===== config.mk =====
export PLATFORM = sky130hd
export DESIGN_NAME = dcache_array
export DESIGN_NICKNAME = d
export VERILOG_FILES = /design/src/hdl/dcache_pkg.sv /design/src/hdl/dcache_array.sv
export VERILOG_INCLUDE_DIRS = /design/src /design/src/hdl
export SDC_FILE = /design/constraint.sdc
export NUM_CORES = 1
export LEC_CHECK = 0
export BUFFER_PORTS_ARGS = -buffer_cell sky130_fd_sc_hd__buf_2
export CORE_UTILIZATION = 30
export DETAILED_ROUTE_END_ITERATION = 8
export PLACE_DENSITY = 0.41
export SLEW_MARGIN = 20
export SYNTH_ARGS = -nofsm -noshare
export SYNTH_HDL_FRONTEND = slang
export SYNTH_SLANG_ARGS = --single-unit

===== constraint.sdc =====
create_clock -name clk -period 2.2 [get_ports clk]
set_input_delay 0.11 -clock clk [delete_from_list [all_inputs] [get_ports clk]]
set_output_delay 0.11 -clock clk [all_outputs]
set_load 0.01 [all_outputs]

===== src/hdl/dcache_defines.svh =====
// data cache geometry and widths
// two-way set-associative, one 64-bit word per line
`ifndef DCACHE_DEFINES_SVH
`define DCACHE_DEFINES_SVH

`define DC_ADDR_W   32
`define DC_DATA_W   64
`define DC_MASK_W   8

// index is address bits 8..3, tag is bits 31..9
`define DC_SETS     64
`define DC_INDEX_W  6
`define DC_OFFSET_W 3
`define DC_TAG_W    23

`define DC_WAYS     2

`endif


===== src/hdl/dcache_pkg.sv =====
// data cache package
// shared field types and the controller state encoding
`include "dcache_defines.svh"

package dcache_pkg;

    typedef logic [`DC_ADDR_W-1:0]  addr_t;
    typedef logic [`DC_DATA_W-1:0]  data_t;
    typedef logic [`DC_MASK_W-1:0]  mask_t;
    typedef logic [`DC_INDEX_W-1:0] index_t;
    typedef logic [`DC_TAG_W-1:0]   tag_t;
    typedef logic                   way_t;

    // one-hot access controller states
    typedef enum logic [5:0] {
        IDLE   = 6'b000001,
        LOOKUP = 6'b000010,
        HIT    = 6'b000100,
        WBCK   = 6'b001000,
        FILL   = 6'b010000,
        DONE   = 6'b100000
    } ctrl_state_e;

endpackage


===== src/hdl/dcache_array.sv =====
// data cache storage array
// single port, whole-entry write, read data registered one cycle
// after the index; serves both the tag and the data ways
`include "dcache_defines.svh"

module dcache_array #(
    parameter type entry_t = logic [7:0],
    parameter int  DEPTH   = `DC_SETS
) (
    input  logic              clk,
    input  logic              we_i,
    input  dcache_pkg::index_t index_i,
    input  entry_t            wdata_i,
    output entry_t            rdata_o
);

    entry_t mem [DEPTH];

    // read returns the old entry when written on the same edge
    always_ff @(posedge clk) begin
        if (we_i) begin
            mem[index_i] <= wdata_i;
        end
        rdata_o <= mem[index_i];
    end

endmodule


Word-level counts from Yosys, hierarchy flattened
Memories as Yosys holds them, arrays and structs flattened. A register that Yosys moved wholly into a read port is not among the register bits.
Index checks and enable logic that the tools add are counted.
{"block": "totals", "ram_bits": 512, "register_bits": 0, "n_memories": 1, "inputBits": 16, "word_cells": 3, "output_inout_bits": 8}
{"block": "classes", "muxes": 2}
{"name": "mem", "depth": 64, "word_bits": 8, "rd": 1, "rd_clocked_by_memory_dff": 1, "wr": 1, "line_no": "dcache_array.sv:17", "text": "entry_t mem [DEPTH];"}
{"op": "1-bit 2-to-1 mux", "count": 2}

Logic depth before layout (Yosys ltp)
{"block": "depth", "depth_word": 2, "mapped_depth": 10, "mapped_depth_nobuf": 5}

Worst setup path after synthesis
No wires, ideal clock.
{"block": "synth_path", "path_type": "input port to flip-flop", "startpoint": "input index_i[1]", "endpoint": "memory mem[13][0] (netlist name) (enable)", "setup_ns": 0.370, "t_arrival_ns": 1.838, "path_stages": 7, "t_required_ns": 1.830, "path_slack_ns": -0.009, "path_buffers": 4, "path_cell_list": "buf_6 buf_6 nor2b_1 clkbuf_1 clkbuf_1 nand3_1 nor2_1"}
{"element": "start: declaration", "line_no": "dcache_array.sv:12", "text": "input dcache_pkg::index_t index_i,"}
{"element": "end: declaration", "line_no": "dcache_array.sv:17"}
No word-level cell before the write port.

==> impl_metrics.toml <==
[status]
status = "finished clean"

[yosys]
async_flop_share_pct = 0
yosysSeqAreaShare_pct = 76.0
yosys_warnings = 0
synth.net_count = 1187
syn_area_sq_um = 20400
avgSynthCellArea_sq_um = 17.5
synth_edf_count = 512
ys_ff_latch = 520
synth_cell_type_count = 56
synth-main-ff-cell = "edfxtp_1"
syn_inst = 1171

[pwr]
leakagePower_uw = 0.00865
ir_drop_v = 0.000495
p_per_area_nw_per_um2 = 873

[detailed_routing]
drcViolationCount = 0
first_iter_violations = 814
vias = 11900
drt_pass1_iterations = 5
viasPerCell = 5.07
drt-total-wl_um = 63300
wl_per_cell_um = 26.9
ant_nets = 0

[worst_setup_path]
cp.arrival_ns = 2.62
cp_max_fo = 1
end_kind = "flip-flop"
worstSetupPathType = "flip-flop to flip-flop"
start_kind = "flip-flop"
required_ns = 2.69

[placement]
post-place-ws_ns = -0.583
place.gp.congestion = 0.869
post-dp-hpwl_um = 42200
port_buffers = 23

[hold_path]
hold_class = "input port to flip-flop"

[final_layout]
final_common_cell = "edfxtp_1"
area_delta_synth_final_pct = 24.4
layout-drive-gt1-share_pct = 28.6
mostFrequentLayoutCells = "edfxtp_1, buf_4, nor2_1, mux2i_1, clkbuf_16"
antenna_cells = 0
final_util_pct = 37.8
final_nets = 1442

[grt]
grt.total_usage_pct = 18.4
overflow = 0
grt_antenna_before_repair = 1
grt_pass1_vias = 12200
grt_max_degree = 65
grt_pass1_wl_um = 90900

[die]
start_util_pct = 30.4
fp.dieH_um = 263
row_count = 95
coreArea_sq_um = 67300
die_w_um = 263
io_pins = 24
dieArea_sq_um = 69200

[timing]
final.setup_skew_ns = 0.0164
slew_headroom_pct = 32.4
post-route-period-util_pct = 97.0
hold_slack_ns = 0.0354
drv_slew = 0
period_needed_ns = 2.13
rsz0062_at_grt = "no"
tightest_slew_ns = 1.01
setup_slack_ns = 0.0667
final-hold-violation-count = 0
max_freq_mhz = 469
setup_violations = 0

[cts]
cts_tree = "built"
htree_levels = 2
clk_pin_slew_ns = 0.06
cts_buffer_depth = 3
clk_latency_ns = 0.62
cts_buffers = 59
cts.sinks = 520
cts-root-buf = "clkbuf_16"

[run]
drv_cap = 0
==> registers in the layout (all words and copies together), names as in the netlist <==
name     flops
mem        512
rdata_o      8
==> metrics by stage <==
step	power [uW]	instance area (sq um)	setup TNS, ns	cells
6_report	22200	25400	0	2350
5_1_grt	22900	25400	0	2350
3_5_place_dp	12700	23500	-9.56	2236
4_1_cts	22500	25400	0	2349
3_3_place_gp	12700	23500	-5.16	2236
2_1_floorplan	11800	20400	-0.566	1171
==> where the power goes <==
part / switching, uW / leakage (uW) / total, uW / internal, uW
sequential: 46.9 / 0.00467 / 11000 / 11000
clock: 4020 / 0.000953 / 9750 / 5730
combinational: 876 / 0.00302 / 1440 / 567
total: 4950 / 0.00865 / 22200 / 17300
==> cell families (layout without fill, tap and decap cells) <==
group | Yosys count | count (layout) | share of synthesized area [%]
AO/OA/AOI/OAI | 222 | 222 | 8.08
buffers and inverters | 84 | 390 | 1.98
flip-flops | 520 | 520 | 76.0
multiplexers | 116 | 116 | 8.26
AND/OR/NAND/NOR | 229 | 229 | 5.71
==> worst paths after layout <==
kind	from	end	slack (ns)	cells past startpoint
max	mem[2][7]	rdata_o[7]	0.07	5
min	wdata_i[4]	mem[20][4]	0.04	2
max reg2reg	mem[2][7]	rdata_o[7]	0.07	5
min reg2reg	mem[3][2]	rdata_o[2]	0.75	3
==> layer usage <==
layer / vias to the layer above / wire (um) / track usage [%]
li1: 5275 / - / -
met1: 6227 / 29100 / 26.0
met2: 334 / 29800 / 29.5
met3: 73 / 3110 / 3.11
met4: 0 / 1210 / 4.19
met5: - / 0 / 0
==> worst max-delay path, stage by stage (launching register included) <==
cell	delay, ns
edfxtp_1	0.35
mux2_1	0.32
mux4_2	0.49
o21ai_4	0.18
o2111ai_1	0.14
or4b_1	0.52
==> Yosys cell counts, drive strengths merged, types with 12 or more instances <==
cell      n  area share, %
a31oi    15           0.46
a21oi    28           0.69
mux2     12           0.66
o22ai    22           0.67
mux2i    63            3.1
nand2    45           0.83
a221oi   21           0.90
mux4     41            4.5
nand3b   12           0.44
clkbuf   36           0.66
nand2b   24           0.73
a22oi    40            1.5
nor2     82            1.5
edfxtp  512             75
buf      45            1.3
==> final cells by class <==
cell class	count	area (sq um)
clock buffers	69	1510
clock inverters	43	390
fillers	6279	41800
inverters	3	11.3
multi-input cells	567	4530
flip-flops and latches	520	15500
well taps	873	1090
repair buffers	275	2370
==> timing repair <==
action / in CTS / in global routing
endpoints found under the hold margin: 8 / 8
buffers inserted: 0 / 0
pin swaps: 0 / 1
setup endpoints to repair: 2 / 2
hold buffers: 1 / 1
resized for setup: 2 / 2
Power figures use the tool's default switching activity.
