[config.mk]
export PLATFORM = sky130hd
export DESIGN_NAME = dcache_ctrl
export DESIGN_NICKNAME = d
export VERILOG_FILES = /design/src/hdl/dcache_pkg.sv /design/src/hdl/dcache_ctrl.sv
export VERILOG_INCLUDE_DIRS = /design/src /design/src/hdl
export SDC_FILE = /design/constraint.sdc
export NUM_CORES = 1
export LEC_CHECK = 0
export BUFFER_PORTS_ARGS = -buffer_cell sky130_fd_sc_hd__buf_2
export CAP_MARGIN = 20
export CORE_AREA = 2 2 238 240
export CTS_BUF_LIST = sky130_fd_sc_hd__clkbuf_4
export DETAILED_ROUTE_END_ITERATION = 7
export DIE_AREA = 0 0 240 242
export GPL_TIMING_DRIVEN = 0
export PLACE_DENSITY = 0.34
export SYNTH_ARGS = -nofsm -noshare
export SYNTH_HDL_FRONTEND = slang
export SYNTH_SLANG_ARGS = --single-unit
[constraint.sdc]
create_clock -name clk -period 17.96 [get_ports clk]
set_input_delay 3.592 -clock clk [delete_from_list [all_inputs] [get_ports clk]]
set_output_delay 3.592 -clock clk [all_outputs]
set_load 0.02 [all_outputs]
[src/hdl/dcache_defines.svh]
// data cache geometry and widths
// two-way set-associative, one 64-bit word per line
`ifndef DCACHE_DEFINES_SVH
`define DCACHE_DEFINES_SVH

`define DC_ADDR_W   32
`define DC_DATA_W   64
`define DC_MASK_W   8

// index is address bits 8..3, tag is bits 31..9
`define DC_SETS     64
`define DC_INDEX_W  6
`define DC_OFFSET_W 3
`define DC_TAG_W    23

`define DC_WAYS     2

`endif

[src/hdl/dcache_pkg.sv]
// data cache package
// shared field types and the controller state encoding
`include "dcache_defines.svh"

package dcache_pkg;

    typedef logic [`DC_ADDR_W-1:0]  addr_t;
    typedef logic [`DC_DATA_W-1:0]  data_t;
    typedef logic [`DC_MASK_W-1:0]  mask_t;
    typedef logic [`DC_INDEX_W-1:0] index_t;
    typedef logic [`DC_TAG_W-1:0]   tag_t;
    typedef logic                   way_t;

    // one-hot access controller states
    typedef enum logic [5:0] {
        IDLE   = 6'b000001,
        LOOKUP = 6'b000010,
        HIT    = 6'b000100,
        WBCK   = 6'b001000,
        FILL   = 6'b010000,
        DONE   = 6'b100000
    } ctrl_state_e;

endpackage

[src/hdl/dcache_ctrl.sv]
// data cache access controller
// one access at a time: lookup, hit merge, dirty writeback and
// line fill, with four-phase handshakes on the CPU and memory sides
`include "dcache_defines.svh"

module dcache_ctrl (
    input  logic                clk,
    input  logic                rst,
    // cpu side
    input  logic                cpu_req_i,
    input  logic                cpu_we_i,
    input  dcache_pkg::addr_t   cpu_addr_i,
    input  dcache_pkg::data_t   cpu_wdata_i,
    input  dcache_pkg::mask_t   cpu_mask_i,
    output logic                cpu_ack_o,
    output dcache_pkg::data_t   cpu_rdata_o,
    // memory side
    output logic                mem_req_o,
    output logic                mem_we_o,
    output dcache_pkg::addr_t   mem_addr_o,
    output dcache_pkg::data_t   mem_wdata_o,
    input  logic                mem_ack_i,
    input  dcache_pkg::data_t   mem_rdata_i,
    // array writes
    output logic [`DC_WAYS-1:0] tag_we_o,
    output logic [`DC_WAYS-1:0] data_we_o,
    output dcache_pkg::tag_t    tag_wdata_o,
    output dcache_pkg::data_t   data_wdata_o,
    // array reads
    input  dcache_pkg::data_t   data0_i,
    input  dcache_pkg::data_t   data1_i,
    input  dcache_pkg::tag_t    tag0_i,
    input  dcache_pkg::tag_t    tag1_i,
    // metadata
    input  logic                hit_i,
    input  dcache_pkg::way_t    hit_way_i,
    input  dcache_pkg::way_t    victim_way_i,
    input  logic                victim_dirty_i,
    output logic                touch_o,
    output dcache_pkg::way_t    touch_way_o,
    output logic                fill_o,
    output logic                set_dirty_o
);
    import dcache_pkg::*;

    ctrl_state_e state_q;
    way_t        victim_q;

    index_t cpu_index;
    tag_t   cpu_tag;
    tag_t   victim_tag;
    data_t  victim_word;
    data_t  hit_word;
    data_t  merged_word;
    addr_t  wb_addr;
    addr_t  fill_addr;
    logic   fill_write;
    logic   store_hit;
    logic   wbck_done;

    assign cpu_index = cpu_addr_i[`DC_INDEX_W+`DC_OFFSET_W-1:`DC_OFFSET_W];
    assign cpu_tag   = cpu_addr_i[`DC_ADDR_W-1:`DC_INDEX_W+`DC_OFFSET_W];

    assign victim_tag  = victim_way_i ? tag1_i : tag0_i;
    assign victim_word = victim_way_i ? data1_i : data0_i;
    assign hit_word    = hit_way_i ? data1_i : data0_i;

    // word-aligned memory addresses
    assign wb_addr   = {victim_tag, cpu_index, {`DC_OFFSET_W{1'b0}}};
    assign fill_addr = {cpu_tag, cpu_index, {`DC_OFFSET_W{1'b0}}};

    // byte merge of store data into the stored word
    always_comb begin
        for (int b = 0; b < `DC_MASK_W; b++) begin
            merged_word[b*8 +: 8] = cpu_mask_i[b] ? cpu_wdata_i[b*8 +: 8]
                                                  : hit_word[b*8 +: 8];
        end
    end

    assign fill_write = (state_q == FILL) && mem_req_o && mem_ack_i;
    assign store_hit  = (state_q == HIT) && cpu_we_i;
    assign wbck_done  = (state_q == WBCK) && !mem_req_o && !mem_ack_i;

    always_comb begin
        tag_we_o  = '0;
        data_we_o = '0;
        if (fill_write) begin
            tag_we_o[victim_q]  = 1'b1;
            data_we_o[victim_q] = 1'b1;
        end else if (store_hit) begin
            data_we_o[hit_way_i] = 1'b1;
        end
    end

    assign tag_wdata_o  = cpu_tag;
    assign data_wdata_o = fill_write ? mem_rdata_i : merged_word;

    assign touch_o     = (state_q == HIT);
    assign touch_way_o = (state_q == FILL) ? victim_q : hit_way_i;
    assign fill_o      = fill_write;
    assign set_dirty_o = store_hit;

    always_ff @(posedge clk or negedge rst) begin
        if (!rst) begin
            state_q   <= IDLE;
            cpu_ack_o <= 1'b0;
            mem_req_o <= 1'b0;
            mem_we_o  <= 1'b0;
        end else begin
            case (state_q)
                IDLE: begin
                    if (cpu_req_i) begin
                        state_q <= LOOKUP;
                    end
                end
                LOOKUP: begin
                    if (hit_i) begin
                        state_q <= HIT;
                    end else if (victim_dirty_i) begin
                        state_q   <= WBCK;
                        mem_req_o <= 1'b1;
                        mem_we_o  <= 1'b1;
                    end else begin
                        state_q   <= FILL;
                        mem_req_o <= 1'b1;
                        mem_we_o  <= 1'b0;
                    end
                end
                WBCK: begin
                    if (mem_req_o && mem_ack_i) begin
                        mem_req_o <= 1'b0;
                    end else if (wbck_done) begin
                        state_q   <= FILL;
                        mem_req_o <= 1'b1;
                        mem_we_o  <= 1'b0;
                    end
                end
                FILL: begin
                    // wait for ack low so the arrays show the new line
                    if (mem_req_o && mem_ack_i) begin
                        mem_req_o <= 1'b0;
                    end else if (!mem_req_o && !mem_ack_i) begin
                        state_q <= HIT;
                    end
                end
                HIT: begin
                    state_q <= DONE;
                end
                DONE: begin
                    if (!cpu_ack_o) begin
                        cpu_ack_o <= 1'b1;
                    end else if (!cpu_req_i) begin
                        cpu_ack_o <= 1'b0;
                        state_q   <= IDLE;
                    end
                end
                default: begin
                    state_q <= IDLE;
                end
            endcase
        end
    end

    always_ff @(posedge clk) begin
        if (state_q == LOOKUP) begin
            victim_q    <= victim_way_i;
            mem_addr_o  <= victim_dirty_i ? wb_addr : fill_addr;
            mem_wdata_o <= victim_word;
        end
        if (wbck_done) begin
            mem_addr_o <= fill_addr;
        end
        if (state_q == HIT) begin
            cpu_rdata_o <= hit_word;
        end
    end

endmodule

* Word-level counts from Yosys, hierarchy flattened
Index checks and enable logic that the tools add are counted.
W data, S select, Z words.
** Cells by class
- Order comparisons :: 4
- Equality and inequality tests :: 16
- Mux-type cells :: 45
- Reductions and logical operators :: 17
** Operator list (number)
- $mux W64 :: 3
- $mux W32 :: 3
- $mux W8 :: 8
- $mux W6 :: 7
- $pmux W6 S6 :: 1
- $mux W23 :: 1
- $ne A2 B2 Y1 const B :: 7
- $mux W1 :: 13
- $mux W5 :: 2
- $logic_and A1 B1 Y1 :: 9
- $reduce_and A4 Y1 :: 2
- $reduce_and A7 Y1 :: 1
- $eq A6 B1 Y1 const B :: 1
- $eq A6 B2 Y1 const B :: 1
- $eq A6 B3 Y1 const B :: 1
- $eq A6 B4 Y1 const B :: 1
- $eq A6 B5 Y1 const B :: 1
- $eq A6 B6 Y1 const B :: 1
- $mux W2 :: 3
- $lt A1 B2 Y1 const B :: 2
- $ne A2 B1 Y1 const B :: 2
- $reduce_bool A2 Y1 :: 2
- $ne A3 B2 Y1 const B :: 1
- $pmux W1 S3 :: 1
- 5 further kinds :: 8
** Storage, ports and cells
- Flip-flop bits (word level) :: 170
- Word-level logic and storage cells :: 91

* Longest topological paths before layout
Gate-level depths: netlist of the first run.
- Word-level depth :: 6
- Gate-level depth with buffers :: 6
- Depth with buffers taken out :: 5

* Least setup slack after synthesis of the first run
Ideal clock, no wire load.
- Path type :: register to output
- Start :: register state_q[5]
- End :: output port data_we_o[1]
- Arrival time :: 7.233 ns
- Slack :: 7.135 ns
- Cell stages (with the launch flop) :: 6
- Cell sequence :: dfrtp_1 > or4_4 > nor3b_1 > nand2_1 > inv_1 > a21o_1
** Between the ends
- Cells in the longest elaborated chain, start to end :: 4
- Elaborated cells between the ends (all ways) :: 7
- Those cells by class :: eq/ne (2); mux (2); reduce/logical (3)
** Ends and longest elaborated chain
- from (decl) :: RTL line dcache_ctrl.sv:46 : ctrl_state_e state_q;
- from (signal assigned) :: RTL line dcache_ctrl.sv:105 : state_q <= IDLE;
- from (signal assigned) :: RTL line dcache_ctrl.sv:113 : state_q <= LOOKUP;
- from (signal assigned) :: RTL line dcache_ctrl.sv:118 : state_q <= HIT;
- $eq A6 B3 Y1
- named net touch_o :: RTL line dcache_ctrl.sv:39 : output logic touch_o,
- $logic_and A1 B1 Y1 :: RTL line dcache_ctrl.sv:81 : assign store_hit = (state_q == HIT) && cpu_we_i;
- named net set_dirty_o :: RTL line dcache_ctrl.sv:42 : output logic set_dirty_o
- $mux W2 :: RTL line dcache_ctrl.sv:90 : end else if (store_hit) begin
- $mux W2 :: RTL line dcache_ctrl.sv:87 : if (fill_write) begin
- to (decl) :: RTL line dcache_ctrl.sv:26 : output logic [`DC_WAYS-1:0] data_we_o,
The timed path passes the listed nets, and every way through them passes these cells.

* Worst setup path after layout of the first run
- Start :: input port mem_ack_i
- End :: output port data_wdata_o[27]
** Between the ends
- Cells in the longest elaborated chain, start to end :: 2
** Ends and longest elaborated chain
- from (decl) :: RTL line dcache_ctrl.sv:22 : input logic mem_ack_i,
- $logic_and A1 B1 Y1 :: RTL line dcache_ctrl.sv:80 : assign fill_write = (state_q == FILL) && mem_req_o && mem_ack_i;
- $mux W64 :: RTL line dcache_ctrl.sv:96 : assign data_wdata_o = fill_write ? mem_rdata_i : merged_word;
- to (decl) :: RTL line dcache_ctrl.sv:28 : output dcache_pkg::data_t data_wdata_o,
No other way between the ends.

==> summary.md, run 1 <==
| Metric | Value |
|---|---|
| Clock root cell | `sky130_fd_sc_hd__clkbuf_4` |
| Min-Delay Path Class | `register to register` |
| Endpoint arrival time on the critical path | `5990 ps` |
| Max transition margin | `32.20%` |
| Wire length per cell | `20.04 µm` |
| Total setup violations reported at the end of the flow | `0` |
| Startpoint Class | `primary input` |
| H-tree depth reported by CTS | `4` |
| Clock latency on the worst-skew pair | `750 ps` |
| Routed vias | `7977` |
| I/O pin cnt | `609` |
| Hold buffers post-CTS | `0` |
| Non-filler cells in the finished layout | `2077` |
| CTS resizes | `0` |
| HPWL after DPL | `34470 µm` |
| Gr usage total | `13.85%` |
| Die H | `242 µm` |
| Final worst hold slack | `562.1 ps` |
| Static Leak | `5.820 nW` |
| Gate Count Post-Synth | `676` |
| Seq pwr share | `45.2%` |
| Number of distinct library cells after synthesis | `37` |
| FFs w/ async S/R, synth | `5.389%` |
| Max frequency | `104.4 MHz` |
| Largest net degree at the start of global routing | `42` |
| Drt via density | `3.841` |
| Worst setup margin | `8382 ps` |
| Total power after layout | `1.169 mW` |
| Horiz. Die Dim | `240 µm` |
| Final Hold Vio Count | `0` |
| 1st-pass router iterations | `6` |
| Mapped Avg Cell Area | `12.96 µm²` |
| Post-route fraction of the period consumed by the critical path | `53.33%` |
| I/O Buffers | `593` |
| Leading register cell type out of synthesis | `sky130_fd_sc_hd__edfxtp_1` |
| Cell-internal power | `0.7263 mW` |
| Overflow left after global routing | `0` |
| Share of total power in the clock network | `20.1%` |
| Setup skew after layout | `29.04 ps` |
| Total standard cell area after synthesis | `8763 µm²` |
| Final weighted congestion in routability-driven placement | `0.8886` |
| Power density over cell area | `88.87 nW/µm²` |
| Core ar. | `55730 µm²` |
| Synth Warn # | `0` |
| Period minus WS final | `9579 ps` |
| Cell area after placement | `12870 µm²` |
| Remaining antenna violation count | `0` |
| Row cnt | `87` |
| Type of the worst setup path | `primary input to output port` |
| Sequential share of the synthesized area | `56.72%` |
| Die area | `58080 µm²` |
| 1st-iter DRT viols | `250` |
| Number of max-slew violations in the final report | `0` |
| Req. time, crit path | `14370 ps` |
| Number of nets in the layout | `1653` |
| Wire length of the first global-routing pass | `56500 µm` |
| Clock tree from TritonCTS | `built` |
| Setup TNS after final layout | `0 ps` |
| Share of the core filled with cells in the final layout | `23.60%` |
| Most common cell after layout, fill and taps aside | `sky130_fd_sc_hd__buf_2` |
| Switching component of the power | `0.4427 mW` |
| Seq cells post-synth | `167` |
| Comb pwr share | `34.7%` |
| Layout overhead on the synthesized area | `50.10%` |
| Fraction of final layout cells with drive strength greater than 1 | `61.37%` |
| Detailed-route wire length | `41630 µm` |
| Worst VDD drop | `0.03491 mV` |
| Slew of the pin with the lowest slew margin | `1017 ps` |
| Unrepaired setup endpoints after global routing | `false` |
| Outcome | `finished clean` |
| Post-CTS Setup Repair Bufs | `0` |
| Final Cell Area | `13150 µm²` |
| Buffers from clock root to sink, at most | `2` |
| Post-Place Worst Slack | `8145 ps` |
| Number of enable-type register cells in the synthesized netlist | `158` |
| Worst-path maximum fanout | `10` |
| Antenna violations before repair | `9` |
| Placed insts | `2039` |
| Highest-count cells in the layout ignoring fill and taps | `sky130_fd_sc_hd__buf_2 (596), sky130_fd_sc_hd__edfxtp_1 (158), sky130_fd_sc_hd__mux2_2 (131)` |
| Vias in the first global route | `8062` |
| Clock-pin slew of the registers on the worst-case setup and hold paths | `150 ps` |
| Inserted Clock Buffers | `17` |
| Switching portion of total power | `37.87%` |
| Sort of element at the end of the critical path | `output port` |
| DRC Markers | `0` |
| Max-cap violation count | `0` |
| Initial core utilization | `15.72%` |
| Count of clock tree sinks | `167` |
-- state kept, by name, indices dropped and copies added (netlist names) --
register,cells
mem_wdata_o,64
cpu_ack_o,1
mem_req_o,1
victim_q,1
state_q,6
mem_we_o,1
mem_addr_o,29
cpu_rdata_o,64
-- power groups by stage --
stage	sequential, mW	combinational [mW]	clock, mW
final	0.529	0.406	0.235
after floorplan	0.613	0.150	0
after global routing	0.536	0.436	0.266
after CTS	0.530	0.416	0.254
after detailed placement	0.539	0.415	0
after global placement	0.549	0.402	0
-- area by class of cell --
cell class / instances / area [µm²]
repair buffers: 605 / 3151
clock inverters: 13 / 121.4
fillers: 6173 / 42580
diodes: 6 / 15.01
plain buffers: 69 / 372.9
multi-input cells: 438 / 3417
well taps: 756 / 945.9
inverters: 4 / 17.52
clock buffers: 19 / 142.6
flip-flops and latches: 167 / 4971
-- cell families after synthesis --
| group | after synthesis | share of synthesized area, % |
|---|---|---|
| flops | 167 | 56.72 |
| other cells | 1 | 0.04279 |
| mux | 219 | 26.88 |
| compound gates | 98 | 6.068 |
| simple gates | 117 | 5.754 |
| buf+inv | 73 | 4.426 |
| xor+xnor | 1 | 0.09996 |
-- critical path: stages --
cell and delay, ps:
sky130_fd_sc_hd__buf_2 150, sky130_fd_sc_hd__nand4_1 290, sky130_fd_sc_hd__clkbuf_1 680, sky130_fd_sc_hd__clkbuf_1 550, sky130_fd_sc_hd__nor2_1 120, sky130_fd_sc_hd__a21oi_1 340, sky130_fd_sc_hd__buf_2 240
-- synthesized netlist by cell type (2+ instances only) --
cell	instances	area, µm²
sky130_fd_sc_hd__edfxtp_1	158	4745
sky130_fd_sc_hd__mux2_2	131	1475
sky130_fd_sc_hd__mux2i_1	88	880.8
sky130_fd_sc_hd__nor2_1	67	251.5
sky130_fd_sc_hd__a21oi_1	65	325.3
sky130_fd_sc_hd__buf_4	29	217.7
sky130_fd_sc_hd__nand2_1	28	105.1
sky130_fd_sc_hd__o21ai_0	25	125.1
sky130_fd_sc_hd__clkbuf_1	19	71.32
sky130_fd_sc_hd__buf_1	17	63.81
sky130_fd_sc_hd__dfrtp_1	8	200.2
sky130_fd_sc_hd__inv_1	4	15.01
sky130_fd_sc_hd__buf_2	3	15.01
sky130_fd_sc_hd__nand2b_1	3	18.77
sky130_fd_sc_hd__nor4_1	3	18.77
sky130_fd_sc_hd__nand3_1	2	10.01
sky130_fd_sc_hd__nand3b_1	2	15.01
sky130_fd_sc_hd__nor2b_1	2	12.51
sky130_fd_sc_hd__o22ai_1	2	12.51
sky130_fd_sc_hd__or2_2	2	12.51
sky130_fd_sc_hd__or4_1	2	15.01
-- layer usage --
layer  routed length, µm  up-vias  track usage [%]
met5                  32        -                0
met1               15330     3716            14.09
met4                1041        6            4.421
met3                3542       56            5.333
met2               21690      432            25.72
li1                    -     3767                -
-- worst paths after layout --
kind                                  from                to  slack, ps  depth (start not counted)
worst max register to register  state_q[5]   cpu_rdata_o[33]      15080                          7
min in group asynchronous              rst         cpu_ack_o       2680                          1
max in group asynchronous              rst        state_q[0]      15020                          1
worst max-delay path             mem_ack_i  data_wdata_o[27]       8380                          7
worst min register to register    mem_we_o          mem_we_o        560                          2
worst min-delay path              mem_we_o          mem_we_o        560                          2
Power figures use the tool's default switching activity.
==> run 2, diff against run 1 <==
CORE_AREA = 2 2 239 241   (was 2 2 238 240)
DIE_AREA = 0 0 241 243   (was 0 0 240 242)
clock period = 8.9 ns   (was 17.96 ns; I/O delays follow)
==> summary.md, run 2 (synthesized netlist as in run 1, its figures left out) <==
| Metric | Value |
|---|---|
| Outcome | `finished clean` |
| Cell area after placement | `12870 µm²` |
| Final weighted congestion in routability-driven placement | `0.7956` |
| Core ar. | `55950 µm²` |
| Cell family with the largest share of critical-path delay | `buffers and inverters` |
| Layout overhead on the synthesized area | `50.66%` |
| Drt via density | `3.792` |
| Row cnt | `87` |
| Post-route fraction of the period consumed by the critical path | `66.48%` |
| Worst min-delay path endpoint | `mem_we_o` |
| Antenna violations before repair | `8` |
| Die H | `243 µm` |
| Req. time, crit path | `7120 ps` |
| Met2 Track Usage GR | `25.21%` |
| Inserted Clock Buffers | `17` |
| DRC Markers | `0` |
| Post-CTS Setup Repair Bufs | `0` |
| Critical register-to-register path startpoint | `state_q[4]` |
| Min-Delay Path Class | `register to register` |
| Worst VDD drop | `0.08661 mV` |
| Clock tree from TritonCTS | `built` |
| Sort of element at the end of the critical path | `output port` |
| Type of the worst setup path | `primary input to output port` |
| HPWL after DPL | `33950 µm` |
| Max-cap violation count | `0` |
| RR Endpoint | `mem_addr_o[22]` |
| Number of buffer and inverter stages on the critical path | `4` |
| Number of nets in the layout | `1649` |
| Clock latency on the worst-skew pair | `700 ps` |
| Slew of the pin with the lowest slew margin | `1048 ps` |
| Number of cell instances on the worst register-to-register path | `4` |
| Overflow left after global routing | `0` |
| Horiz. Die Dim | `241 µm` |
| Setup skew after layout | `25.81 ps` |
| Fraction of final layout cells with drive strength greater than 1 | `61.25%` |
| Delay of the slowest cell on the worst path | `850 ps` |
| Static Leak | `5.848 nW` |
| Wire length per cell | `19.90 µm` |
| Clock root cell | `sky130_fd_sc_hd__clkbuf_4` |
| Max frequency | `169.0 MHz` |
| Highest-count cells in the layout ignoring fill and taps | `sky130_fd_sc_hd__buf_2 (596), sky130_fd_sc_hd__edfxtp_1 (158), sky130_fd_sc_hd__mux2_2 (131)` |
| Final Hold Vio Count | `0` |
| Hold buffers post-CTS | `0` |
| Clock-pin slew of the registers on the worst-case setup and hold paths | `150 ps` |
| Count of clock tree sinks | `167` |
| Startpoint Class | `primary input` |
| Wire length of the first global-routing pass | `55620 µm` |
| 1st-iter DRT viols | `223` |
| Die area | `58560 µm²` |
| I/O Buffers | `593` |
| Final Cell Area | `13200 µm²` |
| Launching element of the worst setup path | `mem_ack_i` |
| Total power after layout | `2.441 mW` |
| Detailed-route wire length | `41180 µm` |
| Hold Startpoint | `mem_we_o` |
| Initial core utilization | `15.66%` |
| CTS resizes | `0` |
| Post-Place Worst Slack | `2682 ps` |
| Vias in the first global route | `8095` |
| Setup slack of the most critical reg-to-reg path | `6180 ps` |
| Worst-path maximum fanout | `10` |
| Remaining antenna violation count | `0` |
| I/O pin cnt | `609` |
| Share of the core filled with cells in the final layout | `23.60%` |
| Busiest layer in global routing | `met2` |
| Power density over cell area | `184.9 nW/µm²` |
| Worst path cell trace | `buf_2 > nand4_1 > clkbuf_1 > clkbuf_1 > a21oi_1 > buf_2` |
| 1st-pass router iterations | `4` |
| Unrepaired setup endpoints after global routing | `false` |
| Endpoint arrival time on the critical path | `4140 ps` |
| Cell depth of the worst hold path | `2` |
| Gr usage total | `13.57%` |
| H-tree depth reported by CTS | `4` |
| Max transition margin | `30.14%` |
| Met3 track demand over resource in global routing | `5.106%` |
| Most common cell after layout, fill and taps aside | `sky130_fd_sc_hd__buf_2` |
| Worst setup margin | `2983 ps` |
| Standard cell with the maximum stage delay on the critical path | `sky130_fd_sc_hd__clkbuf_1` |
| Largest net degree at the start of global routing | `40` |
| Total setup violations reported at the end of the flow | `0` |
| Met1 demand-to-capacity share in global routing | `13.80%` |
| Buffers from clock root to sink, at most | `2` |
| Largest registers | `cpu_rdata_o (64), mem_wdata_o (64), mem_addr_o (29)` |
| Routed vias | `7845` |
| Number of max-slew violations in the final report | `0` |
| Period minus WS final | `5917 ps` |
## run 2: cell types whose count changed in the layout (fill, tap and decap cells not counted)
cell                         delta
sky130_fd_sc_hd__clkbuf_4       +2
sky130_fd_sc_hd__diode_2        -4
sky130_fd_sc_hd__bufinv_16      +3
sky130_fd_sc_hd__clkinvlp_4     -3
sky130_fd_sc_hd__nor3b_2        -1
sky130_fd_sc_hd__buf_6          -6
sky130_fd_sc_hd__nor3b_4        +1
sky130_fd_sc_hd__buf_16         +2
sky130_fd_sc_hd__clkinv_4       -1
sky130_fd_sc_hd__inv_6          -1
## run 2: routing by layer
layer  share of wire [%]  wire, µm
met3                 8.9      3667
met4                 1.7       715
met1                  37     15100
met5                0.15        60
met2                  53     21640
## run 2: final cells by class
cell class | instances | area (µm²)
tap | 756 | 945.9
sequential | 167 | 4971
buffer | 69 | 372.9
inverter | 4 | 17.52
multi-input combinational | 438 | 3423
clock buffer | 21 | 157.7
clock inverter | 11 | 171.4
antenna | 2 | 5.005
timing repair buffer | 601 | 3138
fill | 6223 | 42750
## run 2: worst register-to-register path, stage by stage (launching register included)
cell	delay (ps)
sky130_fd_sc_hd__dfrtp_1	480
sky130_fd_sc_hd__or4_4	600
sky130_fd_sc_hd__o41ai_4	800
sky130_fd_sc_hd__clkbuf_2	410
sky130_fd_sc_hd__o21ai_0	170
## run 2: worst max-delay path by stage
stage	endpoint	depth (start not counted)
4_1_cts	data_wdata_o[55]	6
3_5_place_dp	data_wdata_o[55]	6
2_1_floorplan	data_we_o[1]	5
6_report	data_wdata_o[55]	6
5_1_grt	data_wdata_o[55]	6
3_3_place_gp	data_we_o[0]	5
## run 2: per-stage QoR
stage / hold WS, ps / setup TNS (ps) / cells
finish: 548.3 / 0 / 2069
global placement: 514.2 / -715.3 / 2027
floorplan: 575.1 / 0 / 678
global route: 584.1 / 0 / 2069
detailed placement: 521.7 / 0 / 2035
CTS: 555.3 / 0 / 2067
## run 2: report_power, final
group	internal (mW)	switching (mW)
clock	0.237	0.316
sequential	1.03	0.0441
combinational	0.294	0.524
total	1.56	0.884
==> run 3, diff against run 2 <==
CORE_AREA = 2 2 237 239   (was 2 2 239 241)
DIE_AREA = 0 0 239 241   (was 0 0 241 243)
PLACE_DENSITY = 0.35   (was 0.34)
clock period = 5.06 ns   (was 8.9 ns; I/O delays follow)
==> summary.md, run 3 (synthesized netlist as in run 1, its figures left out) <==
| Metric | Value |
|---|---|
| Outcome | `finished clean` |
| HPWL after DPL | `34740 µm` |
| Cell-internal power | `2.569 mW` |
| Switching portion of total power | `37.83%` |
| Final Hold Vio Count | `0` |
| Final weighted congestion in routability-driven placement | `0.8211` |
| Max transition margin | `31.40%` |
| Sort of element at the end of the critical path | `output port` |
| Share of total power in the clock network | `19.7%` |
| Largest registers | `cpu_rdata_o (64), mem_wdata_o (64), mem_addr_o (29)` |
| RR Endpoint | `mem_addr_o[21]` |
| Gr usage total | `14.11%` |
| Detailed-route wire length | `42170 µm` |
| Number of max-slew violations in the final report | `0` |
| Buffers from clock root to sink, at most | `2` |
| H-tree depth reported by CTS | `4` |
| Share of the core filled with cells in the final layout | `23.75%` |
| Antenna violations before repair | `12` |
| Most common cell after layout, fill and taps aside | `sky130_fd_sc_hd__buf_2` |
| Max frequency | `213.8 MHz` |
| Fraction of final layout cells with drive strength greater than 1 | `61.33%` |
| Launching element of the worst setup path | `state_q[3]` |
| Die H | `241 µm` |
| Layout overhead on the synthesized area | `48.74%` |
| Comb pwr share | `34.7%` |
| Largest net degree at the start of global routing | `38` |
| Critical register-to-register path startpoint | `state_q[4]` |
| Setup slack of the most critical reg-to-reg path | `2320 ps` |
| Static Leak | `5.798 nW` |
| Post-route fraction of the period consumed by the critical path | `92.46%` |
| Initial core utilization | `15.97%` |
| Overflow left after global routing | `0` |
| I/O pin cnt | `609` |
| Switching component of the power | `1.563 mW` |
| Clock latency on the worst-skew pair | `720 ps` |
| Setup skew after layout | `29.75 ps` |
| Period minus WS final | `4678 ps` |
| Critical path destination | `data_wdata_o[26]` |
| Total power after layout | `4.132 mW` |
| Number of cell instances on the worst register-to-register path | `4` |
| Worst VDD drop | `0.1188 mV` |
| Worst-path maximum fanout | `10` |
| Clock root cell | `sky130_fd_sc_hd__clkbuf_4` |
| Unrepaired setup endpoints after global routing | `false` |
| Slew of the pin with the lowest slew margin | `1029 ps` |
| Total setup violations reported at the end of the flow | `0` |
| Seq pwr share | `45.7%` |
| Horiz. Die Dim | `239 µm` |
| Clock tree from TritonCTS | `built` |
| Type of the worst setup path | `register to output port` |
| Power density over cell area | `317.0 nW/µm²` |
| Min-Delay Path Class | `primary input to register` |
| Wire length of the first global-routing pass | `56890 µm` |
| I/O Buffers | `593` |
| Final Cell Area | `13040 µm²` |
| Wire length per cell | `20.90 µm` |
| Cell area after placement | `12760 µm²` |
| Die area | `57600 µm²` |
| Setup TNS after final layout | `0 ps` |
| Number of nets in the layout | `1649` |
| Drt via density | `3.907` |
| 1st-pass router iterations | `4` |
| Core ar. | `54880 µm²` |
| Count of clock tree sinks | `167` |
| Max-cap violation count | `0` |
| Req. time, crit path | `4050 ps` |
| Routed vias | `7885` |
| DRC Markers | `0` |
| Post-CTS Setup Repair Bufs | `0` |
| Highest-count cells in the layout ignoring fill and taps | `sky130_fd_sc_hd__buf_2 (596), sky130_fd_sc_hd__edfxtp_1 (158), sky130_fd_sc_hd__mux2_2 (131)` |
| Inserted Clock Buffers | `17` |
| 1st-iter DRT viols | `254` |
| Endpoint arrival time on the critical path | `3670 ps` |
| Worst setup margin | `381.8 ps` |
| Remaining antenna violation count | `0` |
| Post-Place Worst Slack | `323.8 ps` |
| Vias in the first global route | `8036` |
| Startpoint Class | `register` |
| Row cnt | `86` |
| Clock-pin slew of the registers on the worst-case setup and hold paths | `150 ps` |
==> run 3: cell count changes in the layout (fill, tap and decap cells not counted), sizes merged <==
cell	delta
diode	+1
clkinvlp	+2
bufinv	-3
clkbuf	-2
dlygate4sd3	+1
clkinv	+3
buf	-1
==> run 3: repair_timing <==
action	4_1_cts	5_1_grt
resized for setup	3	0
hold endpoints to repair	6	0
setup endpoints to repair	6	0
hold buffers	1	0
==> run 3: worst min path at each step <==
| stage | startpoint | end | slack [ps] | cells after the start |
|---|---|---|---|---|
| final | cpu_addr_i[7] | mem_addr_o[7] | 470 | 1 |
| after global routing | cpu_addr_i[4] | mem_addr_o[4] | 350 | 1 |
| after CTS | cpu_addr_i[7] | mem_addr_o[7] | 300 | 1 |
| after detailed placement | mem_we_o | mem_we_o | 530 | 2 |
| after global placement | mem_we_o | mem_we_o | 510 | 2 |
| after floorplan | state_q[0] | state_q[0] | 580 | 2 |
==> run 3: metal layers <==
layer	up-vias	GRT usage, %	part of all wire (%)
li1	3744	-	-
met1	3693	14.67	37
met2	396	25.84	52
met3	40	5.547	8.8
met4	12	4.754	1.9
met5	-	0	0.16
==> run 3: final cells by class <==
class,count,area [µm²]
fill,6063,41840
sequential,167,4971
multi-input combinational,438,3426
timing repair buffer,601,3108
tap,704,880.8
buffer,69,375.4
clock buffer,19,142.6
clock inverter,13,106.4
inverter,4,17.52
antenna,3,7.507
==> run 3: power by group through the flow <==
stage | Sequential, mW | Combinational [mW] | Clock, mW
global route | 1.91 | 1.55 | 0.917
global placement | 1.95 | 1.43 | 0
floorplan | 2.17 | 0.535 | 0
CTS | 1.89 | 1.48 | 0.881
finish | 1.89 | 1.43 | 0.812
detailed placement | 1.92 | 1.47 | 0
==> run 3: worst max-delay path, stage by stage, from the launching register on <==
cell,delay (ps)
sky130_fd_sc_hd__dfrtp_1,500
sky130_fd_sc_hd__nor4_1,630
sky130_fd_sc_hd__nand4_1,410
sky130_fd_sc_hd__clkbuf_2,400
sky130_fd_sc_hd__clkbuf_1,380
sky130_fd_sc_hd__a21oi_1,390
sky130_fd_sc_hd__buf_2,240
==> run 3: per-stage QoR <==
| stage | hold slack (ps) | cells |
|---|---|---|
| after detailed placement | 527.1 | 1982 |
| after floorplan | 575.1 | 678 |
| after global placement | 512.0 | 1975 |
| after CTS | 301.8 | 2015 |
| after global routing | 348.9 | 2017 |
| final | 471.9 | 2018 |
